`src/design/link_proto_pkg.sv`:
```
`default_nettype none

package link_proto_pkg;

    ////////////////////
    // stream byte
    ////////////////////
    typedef logic [7:0] byte_t;

    ////////////////////
    // packet identifiers
    ////////////////////
    localparam byte_t PID_SYNC = 8'h01;
    localparam byte_t PID_CMD  = 8'h1E;
    localparam byte_t PID_ACK  = 8'h2D;
    localparam byte_t PID_NAK  = 8'hA5;
    localparam byte_t PID_STL  = 8'hE1;

    // top nibble of the first payload byte
    localparam logic [3:0] HEAD_DIDX   = 4'h9;
    localparam logic [3:0] HEAD_DDIDX  = 4'h1;
    localparam logic [3:0] HEAD_DPARAM = 4'h5;

    ////////////////////
    // length field
    ////////////////////
    localparam int LEN_BYTES = 2;                          // length bytes after cmd pid
    localparam int LEN_MAX   = 15;                         // low nibble of 2nd length byte
    typedef logic [$clog2(LEN_MAX+1)-1:0] len_t;

    ////////////////////
    // crc-5, x^5+x^2+1
    ////////////////////
    localparam int CRC_W = 5;
    typedef logic [CRC_W-1:0] crc_t;
    localparam crc_t CRC_INIT = 5'h1f;
    localparam crc_t CRC_POLY = 5'h05;                     // msb term implied

endpackage

`default_nettype wire

```
`src/design/rx_cmd_pkg.sv`:
```
`default_nettype none

package rx_cmd_pkg;

    typedef logic [3:0] nib_t;                             // one command field
    typedef logic [31:0] cmd_t;                            // packed cache command

    // reported packet type
    typedef enum logic [3:0] {
        INIT   = 4'd0,
        ACK    = 4'd1,
        NAK    = 4'd2,
        STL    = 4'd3,
        DIDX   = 4'd5,
        DPARAM = 4'd6,
        DDIDX  = 4'd7,
        ERROR  = 4'd15
    } btype_e;

    ////////////////////
    // cache_cmd layout, bits 11..0 read as zero
    ////////////////////
    localparam int DEV_MSB  = 31;                          // device index
    localparam int DATA_MSB = 27;                          // data index
    localparam int FREQ_MSB = 23;                          // sample frequency
    localparam int FUP_MSB  = 19;                          // upper filter
    localparam int FLOW_MSB = 15;                          // lower filter

endpackage

`default_nettype wire

```
`src/design/rx_frame_if.sv`:
```
`timescale 1ns/100ps
`default_nettype none

interface rx_frame_if;

    link_proto_pkg::byte_t rxd;                            // byte of this cycle
    logic                  crc_clr;                        // hunting for sync
    logic                  crc_en;                         // byte is covered by crc
    logic                  pid_stb;
    logic                  hdr_stb;                        // first payload byte
    logic                  arg_stb;                        // second payload byte
    logic                  err_stb;
    link_proto_pkg::byte_t crc_val;                        // from crc block

    modport ctrl (
        output rxd, crc_clr, crc_en,
        output pid_stb, hdr_stb, arg_stb, err_stb,
        input  crc_val
    );

    modport crc (
        input  rxd, crc_clr, crc_en,
        output crc_val
    );

    modport dec (
        input rxd, crc_clr,
        input pid_stb, hdr_stb, arg_stb, err_stb
    );

endinterface

`default_nettype wire

```
`src/design/rx_frame_ctrl.sv`:
```
`timescale 1ns/100ps
`default_nettype none

module rx_frame_ctrl (
    input  wire logic                  clk,
    input  wire logic                  rst,
    input  wire link_proto_pkg::byte_t rxd,
    input  wire logic                  done_ack,
    output logic                       done,
    rx_frame_if.ctrl                   frm
);

    typedef enum logic [2:0] {
        IDLE,
        HUNT,
        PID,
        LEN,
        BODY,
        CRC,
        ERR,
        DONE
    } state_e;

    state_e state;
    state_e state_nxt;

    link_proto_pkg::len_t cnt;                             // byte index within phase
    link_proto_pkg::len_t pay_len;                         // payload bytes L
    logic                 len_last;                        // last length byte on rxd
    logic                 body_last;                       // last payload byte on rxd

    assign len_last  = (state == LEN) &&
                       (cnt == link_proto_pkg::len_t'(link_proto_pkg::LEN_BYTES - 1));
    assign body_last = (state == BODY) && (cnt == pay_len - 1'b1);

    ////////////////////
    // state register
    ////////////////////
    always_ff @(posedge clk or posedge rst) begin
        if (rst) begin
            state <= IDLE;
        end else begin
            state <= state_nxt;
        end
    end

    always_comb begin
        state_nxt = state;
        case (state)
            IDLE: state_nxt = HUNT;
            HUNT: begin
                if (rxd == link_proto_pkg::PID_SYNC) state_nxt = PID;
            end
            PID: begin
                case (rxd)
                    link_proto_pkg::PID_CMD: state_nxt = LEN;
                    link_proto_pkg::PID_ACK,
                    link_proto_pkg::PID_NAK,
                    link_proto_pkg::PID_STL: state_nxt = DONE;  // handshake ends here
                    default:                 state_nxt = ERR;
                endcase
            end
            LEN: begin
                if (len_last) state_nxt = BODY;
            end
            BODY: begin
                if (body_last) state_nxt = CRC;
            end
            CRC: begin
                if (rxd == frm.crc_val) begin
                    state_nxt = DONE;
                end else begin
                    state_nxt = ERR;
                end
            end
            ERR:  state_nxt = DONE;
            DONE: begin
                if (done_ack) state_nxt = HUNT;
            end
            default: state_nxt = IDLE;
        endcase
    end

    ////////////////////
    // counters
    ////////////////////
    always_ff @(posedge clk or posedge rst) begin
        if (rst) begin
            cnt <= '0;
        end else if (len_last || body_last) begin
            cnt <= '0;                                     // next phase starts at 0
        end else if (state == LEN || state == BODY) begin
            cnt <= cnt + 1'b1;
        end else begin
            cnt <= '0;
        end
    end

    always_ff @(posedge clk or posedge rst) begin
        if (rst) begin
            pay_len <= '0;
        end else if (len_last) begin
            pay_len <= rxd[3:0];                           // low nibble carries L
        end
    end

    // strobes, valid with their byte
    assign frm.rxd     = rxd;
    assign frm.crc_clr = (state == HUNT);
    assign frm.crc_en  = len_last || (state == BODY);
    assign frm.pid_stb = (state == PID);
    assign frm.hdr_stb = (state == BODY) && (cnt == 4'd0);
    assign frm.arg_stb = (state == BODY) && (cnt == 4'd1);
    assign frm.err_stb = (state == ERR);

    assign done = (state == DONE);                         // held until done_ack

endmodule

`default_nettype wire

```
`src/design/rx_crc5.sv`:
```
`timescale 1ns/100ps
`default_nettype none

module rx_crc5 (
    input wire logic clk,
    input wire logic rst,
    rx_frame_if.crc  frm
);

    link_proto_pkg::crc_t crc_q;

    // fold one byte in, msb first
    function automatic link_proto_pkg::crc_t crc_byte(
        input link_proto_pkg::crc_t  crc_in,
        input link_proto_pkg::byte_t din
    );
        link_proto_pkg::crc_t c;
        logic                 fb;
        c = crc_in;
        for (int i = 7; i >= 0; i--) begin
            fb = c[link_proto_pkg::CRC_W-1] ^ din[i];
            c  = {c[link_proto_pkg::CRC_W-2:0], 1'b0};
            if (fb) begin
                c = c ^ link_proto_pkg::CRC_POLY;
            end
        end
        return c;
    endfunction

    always_ff @(posedge clk or posedge rst) begin
        if (rst) begin
            crc_q <= link_proto_pkg::CRC_INIT;
        end else if (frm.crc_clr) begin
            crc_q <= link_proto_pkg::CRC_INIT;             // reseed while hunting
        end else if (frm.crc_en) begin
            crc_q <= crc_byte(crc_q, frm.rxd);
        end
    end

    assign frm.crc_val = link_proto_pkg::byte_t'(crc_q);   // top bits zero

endmodule

`default_nettype wire

```
`src/design/rx_cmd_decode.sv`:
```
`timescale 1ns/100ps
`default_nettype none

module rx_cmd_decode (
    input  wire logic        clk,
    input  wire logic        rst,
    rx_frame_if.dec          frm,
    output rx_cmd_pkg::btype_e btype,
    output rx_cmd_pkg::cmd_t   cache_cmd
);

    rx_cmd_pkg::nib_t hdr;                                 // header nibble of rxd
    rx_cmd_pkg::nib_t dev_idx;
    rx_cmd_pkg::nib_t data_idx;
    rx_cmd_pkg::nib_t freq_samp;
    rx_cmd_pkg::nib_t filt_up;
    rx_cmd_pkg::nib_t filt_low;

    assign hdr = frm.rxd[7:4];

    ////////////////////
    // packet type
    ////////////////////
    always_ff @(posedge clk or posedge rst) begin
        if (rst) begin
            btype <= rx_cmd_pkg::INIT;
        end else if (frm.crc_clr) begin
            btype <= rx_cmd_pkg::INIT;
        end else if (frm.err_stb) begin
            btype <= rx_cmd_pkg::ERROR;
        end else if (frm.pid_stb) begin
            case (frm.rxd)
                link_proto_pkg::PID_ACK: btype <= rx_cmd_pkg::ACK;
                link_proto_pkg::PID_NAK: btype <= rx_cmd_pkg::NAK;
                link_proto_pkg::PID_STL: btype <= rx_cmd_pkg::STL;
                default:                 btype <= btype;   // cmd or bad pid
            endcase
        end else if (frm.hdr_stb) begin
            case (hdr)
                link_proto_pkg::HEAD_DIDX:   btype <= rx_cmd_pkg::DIDX;
                link_proto_pkg::HEAD_DDIDX:  btype <= rx_cmd_pkg::DDIDX;
                link_proto_pkg::HEAD_DPARAM: btype <= rx_cmd_pkg::DPARAM;
                default:                     btype <= btype;
            endcase
        end
    end

    ////////////////////
    // command fields
    ////////////////////
    always_ff @(posedge clk or posedge rst) begin
        if (rst) begin
            dev_idx   <= '0;
            data_idx  <= '0;
            freq_samp <= '0;
        end else if (frm.hdr_stb) begin
            if (hdr == link_proto_pkg::HEAD_DIDX)   dev_idx   <= frm.rxd[3:0];
            if (hdr == link_proto_pkg::HEAD_DDIDX)  data_idx  <= frm.rxd[3:0];
            if (hdr == link_proto_pkg::HEAD_DPARAM) freq_samp <= frm.rxd[3:0];
        end
    end

    // filter nibbles follow a parameter header
    always_ff @(posedge clk or posedge rst) begin
        if (rst) begin
            filt_up  <= '0;
            filt_low <= '0;
        end else if (frm.arg_stb && btype == rx_cmd_pkg::DPARAM) begin
            filt_up  <= frm.rxd[7:4];
            filt_low <= frm.rxd[3:0];
        end
    end

    assign cache_cmd[rx_cmd_pkg::DEV_MSB  -: $bits(rx_cmd_pkg::nib_t)] = dev_idx;
    assign cache_cmd[rx_cmd_pkg::DATA_MSB -: $bits(rx_cmd_pkg::nib_t)] = data_idx;
    assign cache_cmd[rx_cmd_pkg::FREQ_MSB -: $bits(rx_cmd_pkg::nib_t)] = freq_samp;
    assign cache_cmd[rx_cmd_pkg::FUP_MSB  -: $bits(rx_cmd_pkg::nib_t)] = filt_up;
    assign cache_cmd[rx_cmd_pkg::FLOW_MSB -: $bits(rx_cmd_pkg::nib_t)] = filt_low;
    assign cache_cmd[rx_cmd_pkg::FLOW_MSB-$bits(rx_cmd_pkg::nib_t):0]  = '0;

endmodule

`default_nettype wire

```
`src/design/cmd_link_rx.sv`:
```
`timescale 1ns/100ps
`default_nettype none

module cmd_link_rx (
    input  wire logic                  clk,
    input  wire logic                  rst,
    input  wire link_proto_pkg::byte_t rxd,
    input  wire logic                  done_ack,
    output logic                       done,
    output rx_cmd_pkg::btype_e         btype,
    output rx_cmd_pkg::cmd_t           cache_cmd
);

    ////////////////////
    // frame bus
    ////////////////////
    rx_frame_if frm ();

    ////////////////////
    // control
    ////////////////////
    rx_frame_ctrl rx_frame_ctrl_inst (
        .clk      (clk),
        .rst      (rst),
        .rxd      (rxd),
        .done_ack (done_ack),
        .done     (done),
        .frm      (frm.ctrl)
    );

    ////////////////////
    // datapath
    ////////////////////
    rx_crc5 rx_crc5_inst (
        .clk (clk),
        .rst (rst),
        .frm (frm.crc)
    );

    rx_cmd_decode rx_cmd_decode_inst (
        .clk       (clk),
        .rst       (rst),
        .frm       (frm.dec),
        .btype     (btype),
        .cache_cmd (cache_cmd)
    );

endmodule

`default_nettype wire

```
`config.mk`:
```
export PLATFORM = sky130hd
export DESIGN_NAME = cmd_link_rx
export DESIGN_NICKNAME = d
export VERILOG_FILES = /design/src/design/link_proto_pkg.sv /design/src/design/rx_cmd_pkg.sv /design/src/design/rx_frame_if.sv /design/src/design/rx_frame_ctrl.sv /design/src/design/rx_crc5.sv /design/src/design/rx_cmd_decode.sv /design/src/design/cmd_link_rx.sv
export SDC_FILE = /design/constraint.sdc
export NUM_CORES = 1
export LEC_CHECK = 0
export BUFFER_PORTS_ARGS = -buffer_cell sky130_fd_sc_hd__buf_2
export CAP_MARGIN = 20
export CORE_MARGIN = 8
export CORE_UTILIZATION = 49
export CTS_CLUSTER_DIAMETER = 60
export DETAILED_ROUTE_END_ITERATION = 7
export GPL_TIMING_DRIVEN = 0
export PLACE_DENSITY = 0.77
export SYNTH_ARGS = -nofsm -noshare
export SYNTH_HDL_FRONTEND = slang
export SYNTH_SLANG_ARGS = --single-unit
```
`constraint.sdc`:
```
create_clock -name clk -period 2.1 [get_ports clk]
set_input_delay 0.42 -clock clk [delete_from_list [all_inputs] [get_ports clk]]
set_output_delay 0.42 -clock clk [all_outputs]
set_load 0.005 [all_outputs]
```
After elaboration in Yosys (flattened, before gate mapping)

Index checks and enable logic that the tools add are counted.

RAM bits: 0
Bits in latches: 0
Register bits: 40
Memories kept: 0
Logic and storage cells: 110
ROM bits: 0
Input bits: 11

$lt $le $gt $ge: 0
Reduce and logical (&&, ||, !) cells: 19
Equality and inequality tests: 24
Bitwise operators: 16
Divide/modulo/power cells: 0
$mul: 0
Shift-type cells: 0
Multiplexer cells: 39
$add $sub $neg: 2

Operators by type and width:

| cell                  | number |
|---|---|
| $mux W5               | 16 |
| $mux W3               | 12 |
| $mux W4               | 6 |
| $pmux W3 S8           | 1 |
| $pmux W4 S3           | 2 |
| $eq A8 B8 Y1 const B  | 2 |
| $not A2 Y2            | 8 |
| $eq A3 B3 Y1 const B  | 4 |
| $eq A4 B1 Y1 const B  | 2 |
| $eq A4 B3 Y1 const B  | 2 |
| $eq A8 B1 Y1 const B  | 1 |
| $eq A8 B5 Y1          | 1 |
| $eq A8 B5 Y1 const B  | 1 |
| $eq A8 B6 Y1 const B  | 1 |
| $xor A1 B1 Y1         | 8 |
| $eq A3 B2 Y1 const B  | 2 |
| $ne A2 B1 Y1 const B  | 3 |
| $ne A6 B2 Y1 const B  | 1 |
| $pmux W3 S2           | 1 |
| $reduce_and A2 Y1     | 3 |
| $reduce_bool A6 Y1    | 1 |
| $logic_and A1 B1 Y1   | 5 |
| $add A4 B1 Y4 const B | 1 |
| $eq A4 B4 Y1          | 1 |
| 13 further kinds      | 15 |

Logic depth before layout (Yosys ltp)

Gate-level depths: netlist of the first run.

Depth after elaboration: 33
Mapped depth: 8
Depth with buffers taken out: 7

Cells and area by module

A second synthesis of the first run with hierarchy kept.

Cell total of the unflattened synthesis: 238
Area, all modules: 2628.8 um2

Modules (own cells, without submodules):

| module        | sequential area each (um2) | cells an instance | area an instance (um2) | instances |
|---|---|---|---|---|
| rx_cmd_decode | 600.6                      | 94                | 1177.4                 | 1 |
| rx_frame_ctrl | 275.3                      | 106               | 999.7                  | 1 |
| rx_crc5       | 131.4                      | 38                | 451.7                  | 1 |

Least setup slack after synthesis of the first run

OpenSTA, ideal clock, no wires.

Kind: reg-to-reg
From: reg rx_frame_ctrl_inst.state[1]
To: reg rx_cmd_decode_inst.btype[0]
Cell stages (with the launch flop): 7
Slack: 86 ps
Data arrival time: 1886 ps
Buffers on the path: 1
Library setup time: 128 ps
Cell sequence: dfrtp_1 buf_2 or3b_4 nor4b_4 a311oi_1 a31oi_4 mux2_1

Word-level cells in the longest chain between the ends: 4
Elaborated cells on any way between the ends: 12
Those cells by class: 5 x eq/ne; 3 x mux; 4 x reduce/logical

Ends and longest elaborated chain:

| what                                                           | RTL line                                   | RTL |
|---|---|---|
| from (decl)                                                    | rx_frame_ctrl.sv:24                        | `state_e state;` |
| from (signal assigned)                                         | rx_frame_ctrl.sv:43                        | `state <= state_nxt;` |
| $eq A3 B3 Y1 or $eq A3 B2 Y1 (tied branches)                   | rx_frame_ctrl.sv:112, rx_frame_ctrl.sv:111 |  |
| $logic_and A1 B1 Y1 or $mux W4 (tied branches)                 | rx_frame_ctrl.sv:112, rx_cmd_decode.sv:31  |  |
| $reduce_bool A4 Y1 (no source line) or $mux W4 (tied branches) | --                                         |  |
| $reduce_and A3 Y1 (no source line) or $mux W4 (tied branches)  | --                                         |  |
| to (signal assigned)                                           | rx_cmd_decode.sv:26                        | `btype <= rx_cmd_pkg::INIT;` |
| to (signal assigned)                                           | rx_cmd_decode.sv:28                        | `btype <= rx_cmd_pkg::INIT;` |
| to (signal assigned)                                           | rx_cmd_decode.sv:30                        | `btype <= rx_cmd_pkg::ERROR;` |
| to (decl)                                                      | rx_cmd_decode.sv:8                         | `output rx_cmd_pkg::btype_e btype,` |

Several ways; a longest one is shown, not always the timed one.
A chain may end at the register's enable or synchronous reset.

Worst setup path in the final report of the first run

From: reg rx_frame_ctrl_inst.state[0]
To: reg rx_cmd_decode_inst.btype[1]

Same word-level chain as after synthesis.

==> results of run 1 <==
## worst reg2reg max path: cells and delay by family (launching register included)
kind            cells  cell delay (ps)
compound gates      2              450
flops               1              460
mux                 1              330
simple gates        2              760
## registers in the layout (all words and copies together) (netlist names)
register,cells
rx_crc5_inst.crc_q,5
rx_cmd_decode_inst.freq_samp,4
rx_cmd_decode_inst.data_idx,4
rx_frame_ctrl_inst.state,3
rx_cmd_decode_inst.dev_idx,4
rx_cmd_decode_inst.filt_up,4
rx_cmd_decode_inst.filt_low,4
rx_frame_ctrl_inst.cnt,4
rx_cmd_decode_inst.btype,4
rx_frame_ctrl_inst.pay_len,4
## stage by stage
step	instances	cell area [sq um]	setup slack [ps]	utilization [%]	TNS [ps]
final	315	2740	-2.46	59.1	-2.46
after global routing	315	2740	-59.4	59.1	-175
after CTS	314	2730	-24.7	58.9	-65.7
after detailed placement	304	2580	-244	55.7	-1490
after global placement	304	2580	-140	55.7	-1040
after floorplan	218	2350	86.5	-	0
## final cells by class
class	instances	area, sq um
buffer	20	123
clock buffer	5	68.8
tap	54	67.6
timing repair buffer	36	190
inverter	8	30.0
sequential	40	1010
multi-input combinational	149	1220
fill	389	1890
clock inverter	3	23.8
## power by group through the flow
stage | registers, uW | logic [uW] | clock network, uW
after floorplan | 1250 | 1180 | 0
after global placement | 1250 | 1540 | 0
after detailed placement | 1270 | 1580 | 0
after CTS | 1260 | 1700 | 542
after global routing | 1300 | 1880 | 574
final | 1270 | 1700 | 535
## metal layers
layer  routed length (um)  track usage, %  vias up
met4                   68            4.37        0
met2                 2370            23.6       36
met1                 2300            17.7      816
met5                    0               0        -
li1                     -               -      807
met3                  292            4.78        8
## cell families after synthesis
kind of cell	after synthesis
AO/OA/AOI/OAI	23
adder cells (fa/ha/maj)	4
AND/OR/NAND/NOR	54
multiplexers	25
flip-flops	40
buffers and inverters	29
other	1
XOR/XNOR	31
## layout by cell type, fill, tap and decap left out, types with 2 or more instances in the layout
cell type    n
nor4_1       2
a21oi_1      7
a31oi_1      2
buf_2       34
dfstp_2      5
buf_4       16
mux2_4       3
nor4bb_1     5
nor2_1       7
conb_1      12
nor3b_2      2
dfrtp_1     33
nor4b_4      2
dfrtp_2      2
inv_1        7
xor2_1      10
ha_1         4
clkbuf_1     6
o21ai_0      4
mux2_2      22
nand2_1      8
nor2b_1      4
and3_1       2
clkbuf_8     5
xnor2_1     20
nor3_1       8
nand4b_1     3
clkinvlp_4   2
nand3_1      4
## repair_timing
action	CTS	global route
buffers inserted	2	2
pin swaps	3	0
setup endpoints to repair	15	17
gates resized for setup	8	4
## path summary, 6_finish.rpt
| path | to | startpoint | slack, ps |
|---|---|---|---|
| min in group clk | rx_cmd_decode_inst.filt_up[0] | rxd[4] | 470 |
| min reg2reg | rx_cmd_decode_inst.freq_samp[2] | rx_cmd_decode_inst.freq_samp[2] | 510 |
| min | rx_cmd_decode_inst.filt_low[1] | rst | 270 |
| max | rx_cmd_decode_inst.btype[1] | rx_frame_ctrl_inst.state[0] | -2 |
| max in group asynchronous | rx_frame_ctrl_inst.state[0] | rst | 1240 |
| max reg2reg | rx_cmd_decode_inst.btype[1] | rx_frame_ctrl_inst.state[0] | -2 |
==> impl_metrics.yaml, run 1 <==
run_status:
  outcome: "finished with violations"
  violations: "negative setup slack"
sta:
  setup_viol: 1
  max_slew_margin_pct: 44.4
  setup_ws_ps: -2.46
  whs_ps: 274
  fin_skew_ps: 7.44
  layout_worst_path_cycle_share_pct: 100
  tightest_slew_ps: 833
  fmaxAchievable_mhz: 476
  hold_violations: 0
  post-route-min-period_ps: 2100
  rsz0062_at_grt: "yes"
  slew_viol_final: 0
yosys:
  async_reset_ff_share_pct: 100
  synthAdderAreaFrac_pct: 2.17
  avgSynthCellArea_sq_um: 11.2
  synth_most_common_cell: "dfrtp_1"
  synth_seq_cells: 40
  netlist_area_sq_mm: 0.00231
  synth_flop_cell: "dfrtp_1"
  synthTopCellsByArea: "dfrtp_1, mux2_2, xnor2_1"
  muxShareOfSynthArea_pct: 12.2
  synth_top_family_by_area: "simple AND/OR/NAND/NOR gates"
  synth_compound_area_share_pct: 7.20
  synthSimpleGateAreaFrac_pct: 15.5
  ys_types: 44
  synth-edff-count: 0
  synth_top_area_share_pct: 37.9
  seq_area_frac_synth_pct: 43.6
  synth-xor-area-share_pct: 12.3
  synth_top_area_cell: "dfrtp_1"
  syn_inst: 207
  synthTopCellsByCount: "dfrtp_1, mux2_2, xnor2_1, buf_4, xor2_1"
  yosysWarningCount: 0
clocking:
  clk_transition_reported_paths_ps: 90
  ctsLongestPathBuffers: 2
  worstSkewPairLatency_ps: 290
  clock_sinks: 40
  ctsHoldBuffers: 0
  root_buffer: "clkbuf_8"
  cts_tree: "yes"
  htreeDepth: 2
  cts_buffers: 5
setup_path:
  path_max_fanout: 7
  critPathBufInv: 0
  worst-path-stages: 5
  cp.arrival_ps: 2290
  endpoint_kind: "register"
  path_class: "reg -> reg"
  critPathRequiredTime_ps: 2290
  rr_worst_depth: 5
  cp-start-kind: "register"
  slowest_stage: "dfrtp_2"
  cp_top_family: "simple AND/OR/NAND/NOR gates"
  slowest_delay_ps: 460
  cp_cell_sequence: "or3b_4 > nor4b_4 > a311oi_2 > a31oi_4 > mux2_4"
cells_and_area:
  drive_above_1_share_pct: 38.7
  final_nets: 275
  antenna_cells: 0
  syn_to_final_growth_pct: 18.5
detailed_routing:
  avgViaCountPerCell: 5.29
  ant_nets: 0
  routed-via-count: 1667
  drt_iter0_markers: 126
  routedWlPerCell_um: 16.0
  drtPass1Iterations: 4
  drcViolationCount: 0
  wl_mm: 5.03
flow_run:
  maxCapViolations: 0
floorplanning:
  coreArea_sq_mm: 0.00463
  initial_utilization_pct: 49.9
  dieWidth_um: 84.7
  die_h_um: 84.7
  rows: 25
  ioPinCount: 48
  dieArea_sq_mm: 0.00717
pwr:
  switching_power_uw: 1330
  p_sw_share_pct: 38.0
  power_density_mw_per_mm2: 1280
  clockPowerShare_pct: 15.3
  irDropWorstVdd_v: 0.000838
  power_frac_comb_pct: 48.5
  pwr-share-seq_pct: 36.2
  internal_power_uw: 2170
  total_power_uw: 3500
  p_leak_uw: 0.00127
global_route:
  grtUsageTotal_pct: 14.5
  grt_start_max_net_pins: 41
  grt_pass1_wl_mm: 8.43
  grt_pass1_vias: 1774
  overflow: 0
  antenna_found_initial: 0
placement:
  gp_congestion: 0.783
  port_buffers: 32
  hpwlAfterDp_mm: 3.57
worst_hold_path:
  holdCritPathClass: "in -> async"
Power figures use the tool's default switching activity.
==> inputs of run 2 (changes only) <==
Settings changed: PLACE_DENSITY 0.77 to not set, PLACE_DENSITY_LB_ADDON set to 0.05, RECOVER_POWER set to 50.
==> run 2 against run 1 <==
Effect of this change:
- the run ends with max-capacitance violations left
- sequential cell count stayed put
- via count stayed put
- first-iteration DRC count is 19% lower
- worst setup slack better by 2.5 ps
- combinational power hardly changed
- cell area is 1.3% higher
- sequential share of layout area is 0.47 points lower
- count of clock-buffer cells in the layout is 1 higher
==> impl_metrics.yaml, run 2 (synthesis results as in run 1) <==
pwr:
  power_frac_comb_pct: 47.4
  internal_power_uw: 2340
  switching_power_uw: 1300
  clockPowerShare_pct: 18.5
  p_sw_share_pct: 35.8
  irDropWorstVdd_v: 0.000584
  p_leak_uw: 0.00128
  power_density_mw_per_mm2: 1310
  pwr-share-seq_pct: 34.1
  total_power_uw: 3640
sta:
  fmaxAchievable_mhz: 476
  whs_ps: 458
  post-route-min-period_ps: 2100
  slew_viol_final: 0
  fin_skew_ps: 4.76
  tightest_slew_ps: 1480
  hold_violations: 0
  rsz0062_at_grt: "yes"
  setup_ws_ps: 0.0904
  max_slew_margin_pct: 1.03
  layout_worst_path_cycle_share_pct: 100
  setup_viol: 0
clocking:
  clk_transition_reported_paths_ps: 80
  worstSkewPairLatency_ps: 300
  htreeDepth: 2
  clock_sinks: 40
  cts_buffers: 5
  cts_tree: "yes"
  ctsLongestPathBuffers: 2
  root_buffer: "clkbuf_8"
placement:
  post_dp_cell_area_sq_mm: 0.00258
  dp.cells: 304
  pre_cts_slack_ps: -207
  port_buffers: 32
  hpwlAfterDp_mm: 3.56
  gp_congestion: 0.799
cells_and_area:
  final_cell_mix: "dfrtp_1, buf_2, mux2_2"
  final_common_cell: "dfrtp_1"
  antenna_cells: 0
  final_cells: 317
  largest_reg_flops: 5
  final_nets: 277
  final_area_sq_mm: 0.00277
  drive_above_1_share_pct: 36.1
  syn_to_final_growth_pct: 20.0
  regMostFlops: "rx_crc5_inst.crc_q"
global_route:
  antenna_found_initial: 0
  grtUsageTotal_pct: 14.6
  overflow: 0
  grt_start_max_net_pins: 41
  grt_pass1_wl_mm: 8.38
  grt_pass1_vias: 1734
setup_path:
  cp.arrival_ps: 2280
  endpoint_kind: "register"
  r2r-start: "rx_frame_ctrl_inst.state[0]"
  path_class: "reg -> reg"
  rr_worst_depth: 5
  cp-start-kind: "register"
  r2r_end: "rx_cmd_decode_inst.btype[1]"
  path_max_fanout: 4
  r2r_slack_ps: 0.09
  critPathRequiredTime_ps: 2280
detailed_routing:
  ant_nets: 0
  routed-via-count: 1667
  wl_mm: 5.00
  drtPass1Iterations: 4
  drt_iter0_markers: 102
  avgViaCountPerCell: 5.26
  routedWlPerCell_um: 15.8
  drcViolationCount: 0
floorplanning:
  initial_utilization_pct: 49.9
  die_h_um: 84.7
  rows: 25
  dieArea_sq_mm: 0.00717
  dieWidth_um: 84.7
  ioPinCount: 48
  coreArea_sq_mm: 0.00463
worst_hold_path:
  hold_end: "rx_cmd_decode_inst.filt_up[1]"
  hold_start: "rxd[5]"
  min_path_cells: 2
  holdCritPathClass: "in -> reg"
flow_run:
  maxCapViolations: 1
run_status:
  violations: "max-capacitance violations"
  outcome: "finished with violations"
## run 2: power by group through the flow
stage	sequential [uW]	combinational [uW]	clock, uW
5_1_grt	1280	1900	721
3_3_place_gp	1270	1550	0
3_5_place_dp	1270	1570	0
4_1_cts	1260	1700	691
6_report	1240	1720	674
2_1_floorplan	1250	1180	0
## run 2: final cells by class
type | instances | area (sq um)
repair buffers | 38 | 198
inverters | 8 | 30.0
well taps | 54 | 67.6
multi-input cells | 149 | 1220
flip-flops and latches | 40 | 1010
clock inverters | 2 | 38.8
clock buffers | 6 | 82.6
plain buffers | 20 | 123
fillers | 410 | 1860
## run 2: timing repair
item,in CTS,in global routing
endpoints found under the setup margin,19,17
pin swaps,3,3
buffers inserted,3,3
hold buffers,0,0
gates resized for setup,8,3
endpoints found under the hold margin,0,0
## run 2: metrics by stage
stage | setup TNS [ps] | util (%)
global placement | -1670 | 55.7
CTS | -15.3 | 59.6
floorplan | 0 | -
detailed placement | -2000 | 55.7
finish | 0 | 59.9
global route | -346 | 59.9
## run 2: how the worst max path moves through the flow
stage                                start                          end  slack [ps]  cells after the start
3_3_place_gp                        rxd[1]  rx_cmd_decode_inst.btype[2]        -190                      5
6_report       rx_frame_ctrl_inst.state[0]  rx_cmd_decode_inst.btype[1]        0.09                      5
5_1_grt        rx_frame_ctrl_inst.state[0]  rx_cmd_decode_inst.btype[1]         -80                      5
3_5_place_dp     rx_frame_ctrl_inst.cnt[1]        rx_crc5_inst.crc_q[2]        -210                      8
4_1_cts        rx_frame_ctrl_inst.state[1]  rx_cmd_decode_inst.btype[1]          -7                      6
2_1_floorplan  rx_frame_ctrl_inst.state[1]  rx_cmd_decode_inst.btype[0]          90                      6
## run 2: critical path: stages, from the launching register on
cell,delay [ps]
dfrtp_2,420
or3b_4,420
nor4b_4,370
a311oi_2,190
a31oi_4,260
mux2_4,320
## run 2: metal layers
layer | wire (um) | vias up | global-route usage [%]
met5 | 0 | - | 0
met4 | 61 | 0 | 4.85
met3 | 284 | 7 | 5.27
met2 | 2420 | 35 | 25.1
met1 | 2230 | 812 | 16.3
li1 | - | 813 | -
==> inputs of run 3 (changes only) <==
Settings changed: MAX_ROUTING_LAYER set to met4.
==> run 3 against run 2 <==
Effect of this change:
- maximum frequency hardly changed
- total power is 0.11% higher
- via count is essentially flat
- the run still ends with max-capacitance violations left
- first-iteration DRC count decreased by 24%
==> impl_metrics.yaml, run 3 (synthesis results as in run 1) <==
floorplanning:
  die_h_um: 84.7
  ioPinCount: 48
  initial_utilization_pct: 49.9
  dieWidth_um: 84.7
  dieArea_sq_mm: 0.00717
  coreArea_sq_mm: 0.00463
  rows: 25
detailed_routing:
  routedWlPerCell_um: 15.7
  routed-via-count: 1666
  drcViolationCount: 0
  ant_nets: 0
  avgViaCountPerCell: 5.26
  wl_mm: 4.98
  drtPass1Iterations: 5
  drt_iter0_markers: 78
placement:
  pre_cts_slack_ps: -207
  gp_congestion: 0.810
  port_buffers: 32
  hpwlAfterDp_mm: 3.56
sta:
  whs_ps: 455
  max_slew_margin_pct: 1.25
  post-route-min-period_ps: 2100
  slew_viol_final: 0
  fin_skew_ps: 6.47
  setup_ws_ps: 0.859
  layout_worst_path_cycle_share_pct: 100
  tightest_slew_ps: 1480
  fmaxAchievable_mhz: 476
  hold_violations: 0
  rsz0062_at_grt: "yes"
  setup_viol: 0
clocking:
  clock_sinks: 40
  ctsHoldBuffers: 0
  worstSkewPairLatency_ps: 300
  clk_transition_reported_paths_ps: 80
  cts_tree: "yes"
  root_buffer: "clkbuf_8"
  cts_buffers: 5
  ctsLongestPathBuffers: 2
  htreeDepth: 2
cells_and_area:
  final_cell_mix: "dfrtp_1, buf_2, mux2_2"
  final_nets: 277
  syn_to_final_growth_pct: 20.0
  drive_above_1_share_pct: 36.1
  nFillCells: 410
  regMostFlops: "rx_crc5_inst.crc_q"
  largest_reg_flops: 5
  fin_util_pct: 59.9
  final_common_cell: "dfrtp_1"
  antenna_cells: 0
setup_path:
  path_class: "reg -> reg"
  cp.arrival_ps: 2290
  path_max_fanout: 4
  cp-start-kind: "register"
  endpoint_kind: "register"
  critPathRequiredTime_ps: 2290
run_status:
  violations: "max-capacitance violations"
  outcome: "finished with violations"
global_route:
  grt_start_max_net_pins: 41
  grt_pass1_vias: 1734
  antenna_found_initial: 0
  grtUsageTotal_pct: 15.0
  grt_pass1_wl_mm: 8.37
  overflow: 0
flow_run:
  maxCapViolations: 1
pwr:
  irDropWorstVdd_v: 0.000585
  p_leak_uw: 0.00128
  power_density_mw_per_mm2: 1310
  total_power_uw: 3640
worst_hold_path:
  holdCritPathClass: "in -> reg"
[run 3: layout make-up]
| class | instances | area, sq um | area share [%] |
|---|---|---|---|
| plain buffers | 20 | 123 | 4.42 |
| clock buffers | 6 | 82.6 | 2.98 |
| clock inverters | 2 | 38.8 | 1.40 |
| inverters | 8 | 30.0 | 1.08 |
| multi-input cells | 149 | 1220 | 44.1 |
| flip-flops and latches | 40 | 1010 | 36.4 |
| well taps | 54 | 67.6 | 2.44 |
| repair buffers | 38 | 198 | 7.13 |
[run 3: worst paths after layout]
kind                                                start                             end  slack, ps  depth (start not counted)
max                           rx_frame_ctrl_inst.state[0]     rx_cmd_decode_inst.btype[1]        0.9                          5
min                                                rxd[5]   rx_cmd_decode_inst.filt_up[1]        450                          2
max reg2reg                   rx_frame_ctrl_inst.state[0]     rx_cmd_decode_inst.btype[1]        0.9                          5
min reg2reg                rx_cmd_decode_inst.filt_low[1]  rx_cmd_decode_inst.filt_low[1]        500                          1
max in group asynchronous                             rst     rx_frame_ctrl_inst.state[0]        570                          2
min in group asynchronous                             rst   rx_cmd_decode_inst.dev_idx[3]        550                          2
[run 3: metal layers]
metal | global-route usage [%] | wire length (um)
met3 | 4.68 | 271
met4 | 4.85 | 59
met2 | 25.0 | 2370
met1 | 16.7 | 2280
met5 | - | 0
[run 3: critical path: stages, from the launching register on]
cell,delay (ps)
dfrtp_2,420
or3b_4,420
nor4b_4,370
a311oi_2,190
a31oi_4,260
mux2_4,320
[run 3: where the power goes]
part | total (uW) | switching, uW | internal, uW | leakage [uW]
combinational | 1720 | 840 | 881 | 0.000728
sequential | 1240 | 175 | 1070 | 0.000491
clock | 678 | 289 | 389 | 0.0000614
total | 3640 | 1300 | 2340 | 0.00128
[run 3: per-stage QoR]
stage / cells / TNS (ps) / instance area [sq um]
2_1_floorplan: 218 / 0 / 2350
3_3_place_gp: 304 / -1670 / 2580
3_5_place_dp: 304 / -2000 / 2580
4_1_cts: 315 / -15.3 / 2760
5_1_grt: 317 / -346 / 2770
6_report: 317 / 0 / 2770
[run 3: timing repair]
action / CTS / global route
gates resized for setup: 8 / 3
setup endpoints to repair: 19 / 17
pin swaps: 3 / 3
setup buffers: 3 / 3
cloned: 0 / 0
